File: config.mk
export PLATFORM = sky130hd
export DESIGN_NAME = lane_arbiter
export DESIGN_NICKNAME = d
export VERILOG_FILES = /design/src/rt_pkg.sv /design/src/ray_queue.sv /design/src/lane_arbiter.sv
export SDC_FILE = /design/constraint.sdc
export NUM_CORES = 1
export LEC_CHECK = 0
export BUFFER_PORTS_ARGS = -buffer_cell sky130_fd_sc_hd__buf_4
export CAP_MARGIN = 10
export CORE_MARGIN = 4
export CORE_UTILIZATION = 50
export DETAILED_ROUTE_END_ITERATION = 8
export PLACE_DENSITY = 0.78
export SLEW_MARGIN = 0
export SYNTH_ARGS = -nofsm -noshare
export SYNTH_HDL_FRONTEND = slang
export SYNTH_HIERARCHICAL = 1
export SYNTH_SLANG_ARGS = --single-unit
File: constraint.sdc
create_clock -name clk -period 11.9 [get_ports clk]
set_clock_uncertainty 0.05 [all_clocks]
set_input_delay 1.19 -clock clk [delete_from_list [all_inputs] [get_ports clk]]
set_output_delay 1.19 -clock clk [all_outputs]
set_load 0.005 [all_outputs]
File: src/rt_pkg.sv
package rt_pkg;

	localparam int COORD_W = 16;
	localparam int FRAC_W = 8;
	localparam int RAY_ID_W = 8;

	localparam int LANE_DEPTH_DEF = 4;
	localparam int OUT_DEPTH_DEF = 8;
	localparam int DS_CREDITS_DEF = 4;

	// Signed Q8.8.
	typedef logic signed [COORD_W-1:0] coord_t;
	typedef logic [RAY_ID_W-1:0] ray_id_t;

	typedef struct packed {
		ray_id_t ray_id;
		logic is_shadow;
		coord_t origin_x;
		coord_t origin_y;
		coord_t origin_z;
		coord_t inv_dir_x;
		coord_t inv_dir_y;
		coord_t inv_dir_z;
	} ray_t;

	typedef struct packed {
		ray_id_t ray_id;
		logic is_shadow;
		coord_t tmin;
		coord_t tmax;
	} trav_entry_t;

	typedef struct packed {
		ray_id_t ray_id;
		coord_t tmax;
	} stack_entry_t;

	typedef struct packed {
		ray_id_t ray_id;
	} shade_entry_t;

endpackage: rt_pkg

File: src/ray_queue.sv
`timescale 1ns/1ps

module ray_queue #(
	parameter type payload_t = logic,
	parameter int DEPTH = 4
) (
	input logic clk,
	input logic rst_n,
	input logic push,
	input payload_t push_data,
	input logic pop,
	output payload_t pop_data,
	output logic empty,
	output logic [$clog2(DEPTH+1)-1:0] count
);

	localparam int PTR_W = (DEPTH > 1) ? $clog2(DEPTH) : 1;

	payload_t mem [DEPTH];
	logic [PTR_W-1:0] wr_ptr;
	logic [PTR_W-1:0] rd_ptr;

	// Wraps at DEPTH, which need not be a power of two.
	function automatic logic [PTR_W-1:0] next_ptr(input logic [PTR_W-1:0] ptr);
		logic [PTR_W-1:0] nxt;
		if (ptr == PTR_W'(DEPTH - 1)) begin
			nxt = '0;
		end else begin
			nxt = ptr + 1'b1;
		end
		return nxt;
	endfunction

	always_ff @(posedge clk or negedge rst_n) begin
		if (!rst_n) begin
			wr_ptr <= '0;
			rd_ptr <= '0;
			count <= '0;
		end else begin
			if (push)
				wr_ptr <= next_ptr(wr_ptr);
			if (pop)
				rd_ptr <= next_ptr(rd_ptr);
			if (push && !pop)
				count <= count + 1'b1;
			else if (pop && !push)
				count <= count - 1'b1;
		end
	end

	always_ff @(posedge clk) begin
		if (push)
			mem[wr_ptr] <= push_data;
	end

	// Head entry.
	assign pop_data = mem[rd_ptr];
	assign empty = (count == '0);

endmodule: ray_queue

File: src/lane_arbiter.sv
`timescale 1ns/1ps

module lane_arbiter #(
	parameter int LANE_DEPTH = rt_pkg::LANE_DEPTH_DEF
) (
	input logic clk,
	input logic rst_n,
	input logic [1:0] lane_valid,
	input rt_pkg::ray_t lane_ray [2],
	output logic [1:0] lane_credit,
	input logic admit,
	output logic pipe_valid,
	output rt_pkg::ray_t pipe_ray
);

	import rt_pkg::*;

	ray_t q_data [2];
	logic [1:0] q_empty;
	logic [1:0] q_pop;
	logic last_grant;
	logic grant_any;
	logic grant_lane;

	// One buffer per lane, sized to the credits the lane holds.
	for (genvar i = 0; i < 2; i++) begin : g_lane
		ray_queue #(
			.payload_t(ray_t),
			.DEPTH(LANE_DEPTH)
		) lane_q (
			.clk,
			.rst_n,
			.push(lane_valid[i]),
			.push_data(lane_ray[i]),
			.pop(q_pop[i]),
			.pop_data(q_data[i]),
			.empty(q_empty[i]),
			.count()
		);
	end

	// The other lane goes first, then the one granted last.
	always_comb begin
		grant_any = 1'b0;
		grant_lane = ~last_grant;
		if (admit) begin
			if (!q_empty[~last_grant]) begin
				grant_any = 1'b1;
			end else if (!q_empty[last_grant]) begin
				grant_any = 1'b1;
				grant_lane = last_grant;
			end
		end
	end

	assign q_pop = grant_any ? (2'b01 << grant_lane) : 2'b00;

	always_ff @(posedge clk or negedge rst_n) begin
		if (!rst_n) begin
			pipe_valid <= 1'b0;
			lane_credit <= 2'b00;
			last_grant <= 1'b1;
		end else begin
			pipe_valid <= grant_any;
			// Credit goes back the cycle after the pop.
			lane_credit <= q_pop;
			if (grant_any)
				last_grant <= grant_lane;
		end
	end

	always_ff @(posedge clk) begin
		if (grant_any)
			pipe_ray <= q_data[grant_lane];
	end

endmodule: lane_arbiter

* Word level (Yosys, flattened, before mapping) *
Memory sizes are Yosys's and may differ from the RTL's.
Cells that the tools add are included.

storage, ports and cells
  bits in registers = 123
  RAM bits = 840
  bits of input ports = 215
  output and inout port bits = 108
  logic and storage cells = 75
  memories kept = 2

operators by class
  $add $sub $neg = 8
  $lt $le $gt $ge = 3
  eq/ne operators = 4
  shift-type cells = 1
  muxes and demuxes = 26
  bitwise operators = 2
  reduce and logical (&&, ||, !) cells = 12

memory list
  name                  depth  bits a word  read ports  clocked after memory_dff  wr ports  RTL line         source
  g_lane[0].lane_q.mem  4      105          1           0                         1         ray_queue.sv:19  payload_t mem [DEPTH];
  g_lane[1].lane_q.mem  4      105          1           0                         1         ray_queue.sv:19

operator list
  operator             number
  $mux 105             3
  $mux 1               14
  $mux 3               4
  $mux 2               5
  $add 2x1->2 const B  4
  $eq 2x2->1 const B   4
  $add 3x1->3 const B  2
  $logic_not 3->1      2
  $sub 3x1->3 const B  2
  $logic_and 1x1->1    4
  $logic_not 1->1      4
  $lt 1x2->1 const B   2
  $reduce_bool 2->1    2
  $ge 2x2->1 const B   1
  $not 1->2            1
  $shl 1x1->2 const A  1
  $not 1->1            1

* Logic depth before layout (Yosys ltp) *
  depth in word-level cells = 11
  depth in mapped cells = 10
  gate-level depth less buffers = 10

* Modules after synthesis *
The synthesis kept the hierarchy.

modules (own cells, without submodules)
  module        instances  cells each  area each (um^2)  sequential area each (um^2)
  ray_queue     2          585         15531.1           12787.3
  lane_arbiter  1          237         4784.6            3254.4

* Least setup slack after synthesis *
OpenSTA, ideal clock, no wires.

  kind = input port to flip-flop
  start = input admit
  end = register pipe_valid
  library setup time = 0.928 ns
  arrival time = 8.838 ns
  required time = 10.922 ns
  slack = 2.084 ns
  cell stages on the path = 1
  buffers on the path = 0
  cells stage by stage = a21boi_0

on the way
  word-level cells in the longest chain between the ends = 1

ends and longest elaborated chain
  element               RTL line            source
  start, declared       lane_arbiter.sv:11  input logic admit,
  $mux 1                lane_arbiter.sv:46  if (admit) begin
  end signal, assigned  lane_arbiter.sv:64  pipe_valid <= grant_any;
  end, declared         lane_arbiter.sv:12  output logic pipe_valid,

Every way passes these cells.
A chain may end at the register's enable or synchronous reset.

==> qor.csv <==
stage,metric,value,unit
die,num_rows,97,
global_route,grt_pass1_vias,16900,
synthesis,syn_area_per_cell,25.5,µm²
setup_path,crit_chain,buf_4 -> mux4_2 -> mux2_2,
die,fp.coreArea,70500,µm²
setup_path,worstPathBufferInverterCount,1,
sta,fin_tns_setup,0,ns
setup_path,critPathLaunchType,flop,
setup_path,r2r_cells,3,
cells_and_area,final_layout_size_suffix_gt1_share,43.5,%
cts,clock_path_buffers,3,
sta,slew_violations,0,
global_route,grt_pass1_wl,113000,µm
routing,wl_met1,28900,µm
setup_path,critical-path-top-delay-family,multiplexers,
synthesis,yosys_warnings,6,
routing,wl_met3,6440,µm
cts,cts_max_level,3,
setup_path,r2r_slack,8.84,ns
routing,via_per_inst,5.72,
power_and_ir_drop,power.density,250,nW/µm²
routing,vias,16100,
power_and_ir_drop,clock_power_share,27.2,%
power_and_ir_drop,p_seq_share,47.1,%
sta,finalCriticalPeriod,3.06,ns
routing,drt_wl_total,76700,µm
power_and_ir_drop,switching_share,26.8,%
routing,drtAntennaViolNets,0,
cells_and_area,area_growth,17.9,%
routing,drcViolationCount,0,
sta,rsz0062_at_grt,false,
sta,layout_setup_ws,8.84,ns
place,port_buffers,322,
synthesis,synthCells,1407,
power_and_ir_drop,leakagePower,14.3,nW
cts,postCtsSetupRepairBufs,0,
synthesis,syn_area,35800,µm²
sta,finalCritPeriodShare,25.7,%
cells_and_area,multi_input_area,6620,µm²
cts,cts.clk_slew.worst_paths,0.06,ns
routing,highest_layer,met5,
synthesis,seq_area_frac_synth,80.4,%
setup_path,worstPathMaxFanout,44,
cells_and_area,fin_nets,2013,
cells_and_area,most-common-layout-cells,"edfxtp_1 (945), buf_4 (338), mux4_2 (210)",
global_route,grt_start_max_net_pins,106,
setup_path,r2r-end,pipe_ray[37]$_DFFE_PP_,
die,start_util,50.8,%
sta,final-hold-violation-count,0,
die,io_pins,323,
synthesis,syn_nets,1636,
routing,drt_pass1_iterations,5,
setup_path,path_depth,3,
die,die_height,276,µm
power_and_ir_drop,ir_worst_vdd,0.233,mV
status,status,"complete, no violations",
global_route,overflow,0,
die,die_w,276,µm
power_and_ir_drop,power_frac_comb,25.7,%
cts,cts-resized-gates,0,
setup_path,criticalPathCategory,reg -> reg,
sta,setup-violations-final,0,
global_route,grt_use_total,20.4,%
cts,cts_tree,done,
setup_path,endpoint_kind,flop,
cells_and_area,fillers,4731,
routing,wl_per_cell,27.3,µm
setup_path,reg2reg_from,g_lane[0].lane_q/rd_ptr[0]$_DFFE_PN0P_,
cts,hold_buffers,0,
place,dp_hpwl,43700,µm
die,die_area,76000,µm²
cells_and_area,mostFrequentLayoutCell,edfxtp_1,
cts,clock_latency,0.64,ns
setup_path,startpoint,g_lane[0].lane_q/rd_ptr[0]$_DFFE_PN0P_,
power_and_ir_drop,power.switching,2.83,mW
flow_run,maxCapViolations,0,
place,place.gp.congestion,0.730,
sta,fmax,327,MHz
cts,root_buffer,clkbuf_16,
setup_path,critPathArrivalTime,3.39,ns
setup_path,critPathCapture,pipe_ray[37]$_DFFE_PP_,
setup_path,slowest_stage,dfrtp_4,
sta,tightestPinTransition,1.06,ns
cells_and_area,seqCellArea,28800,µm²
power_and_ir_drop,intPower,7.72,mW
sta,relSlewSlack,29.3,%
routing,dr_wl_met2,39600,µm
hold_path,hold_path_class,in -> async,
routing,drt_iter0_drc,1471,
synthesis,synth.distinct_cells,29,
place,pre_cts_slack,8.33,ns
global_route,antenna_found_initial,23,
setup_path,max_stage_delay,0.88,ns
synthesis,synth-seq-cells,963,
cts,cts_sinks,963,
cts,cts_buffers,95,
setup_path,required,12.23,ns
-- flip-flops by register name, indices dropped and copies added (netlist names) --
| name | flops |
|---|---|
| g_lane.lane_q/count | 6 |
| g_lane.lane_q/mem | 840 |
| g_lane.lane_q/rd_ptr | 4 |
| g_lane.lane_q/wr_ptr | 4 |
| lane_credit | 2 |
| last_grant | 1 |
| pipe_ray | 105 |
| pipe_valid | 1 |
-- metal layers --
| layer | track usage [%] | up-vias |
|---|---|---|
| met5 | 0 | - |
| met1 | 26.7 | 8561 |
| met4 | 5.74 | 16 |
| met3 | 5.36 | 126 |
| li1 | - | 6763 |
| met2 | 34.2 | 639 |
-- cell families (layout without fill, tap and decap cells) --
group,after synthesis,count (layout),share of synthesized area [%]
simple gates,24,24,0.349
other cells,0,17,0
compound gates,11,11,0.202
mux,319,319,17.1
fa+ha+maj,14,14,0.531
flops,963,963,80.4
buf+inv,70,520,1.21
xor+xnor,6,6,0.147
-- area by class of cell --
| type | count | area share, % |
|---|---|---|
| repair buffers | 339 | 6.05 |
| clock buffers | 119 | 5.98 |
| inverters | 11 | 0.0977 |
| well taps | 940 | 2.78 |
| flip-flops and latches | 963 | 68.2 |
| multi-input cells | 374 | 15.7 |
| clock inverters | 51 | 1.10 |
| diodes | 17 | 0.101 |
-- worst min path at each step --
stage | startpoint | end | slack (ns) | depth (start not counted)
after floorplan | g_lane[0].lane_q/count[2]$_DFFE_PN0P_ | g_lane[0].lane_q/count[2]$_DFFE_PN0P_ | 0.39 | 1
after global placement | g_lane[1].lane_q/count[2]$_DFFE_PN0P_ | g_lane[1].lane_q/count[2]$_DFFE_PN0P_ | 0.41 | 1
after detailed placement | g_lane[1].lane_q/count[2]$_DFFE_PN0P_ | g_lane[1].lane_q/count[2]$_DFFE_PN0P_ | 0.42 | 1
after CTS | rst_n | g_lane[0].lane_q/count[2]$_DFFE_PN0P_ | 0.32 | 1
after global routing | rst_n | lane_credit[0]$_DFF_PN0_ | 0.35 | 1
final | rst_n | g_lane[0].lane_q/count[2]$_DFFE_PN0P_ | 0.36 | 1
-- synthesized netlist by cell type, drive strengths merged --
master / instances / area (µm²)
a21boi: 2 / 15.0
xor2: 4 / 35.0
mux2: 109 / 1420
nand2b: 2 / 12.5
o22ai: 1 / 12.5
dfrtp: 17 / 425
mux4: 210 / 4730
edfxtp: 945 / 28400
and2: 8 / 50.1
nor2b: 1 / 6.26
a21oi: 1 / 5.00
o21ai: 5 / 25.0
nor2: 4 / 15.0
nand2: 3 / 11.3
nor3: 4 / 20.0
nand3: 2 / 10.0
clkbuf: 10 / 37.5
xnor2: 2 / 17.5
a21o: 2 / 15.0
dfstp: 1 / 26.3
buf: 49 / 354
fa: 2 / 40.0
ha: 12 / 150
inv: 11 / 41.3
-- power groups by stage --
| stage | registers, mW | clock network (mW) | logic, mW |
|---|---|---|---|
| 2_1_floorplan | 4.86 | 0 | 1.95 |
| 3_3_place_gp | 5.02 | 0 | 2.70 |
| 3_5_place_dp | 5.05 | 0 | 2.75 |
| 4_1_cts | 4.99 | 2.92 | 2.77 |
| 5_1_grt | 5.04 | 3.09 | 2.90 |
| 6_report | 4.97 | 2.87 | 2.72 |
-- per-stage QoR --
step           power, mW  hold slack, ns  std cells  util [%]  area (µm²)
4_1_cts             10.7           0.321       2797      59.9       42200
6_report            10.6           0.364       2814      60.0       42300
3_5_place_dp        7.79           0.421       2627      55.7       39200
5_1_grt             11.0           0.348       2806      59.9       42300
3_3_place_gp        7.71           0.407       2627      55.7       39200
2_1_floorplan       6.82           0.393       1407         -       35800
Note: power is estimated with default switching activity, not from simulation.
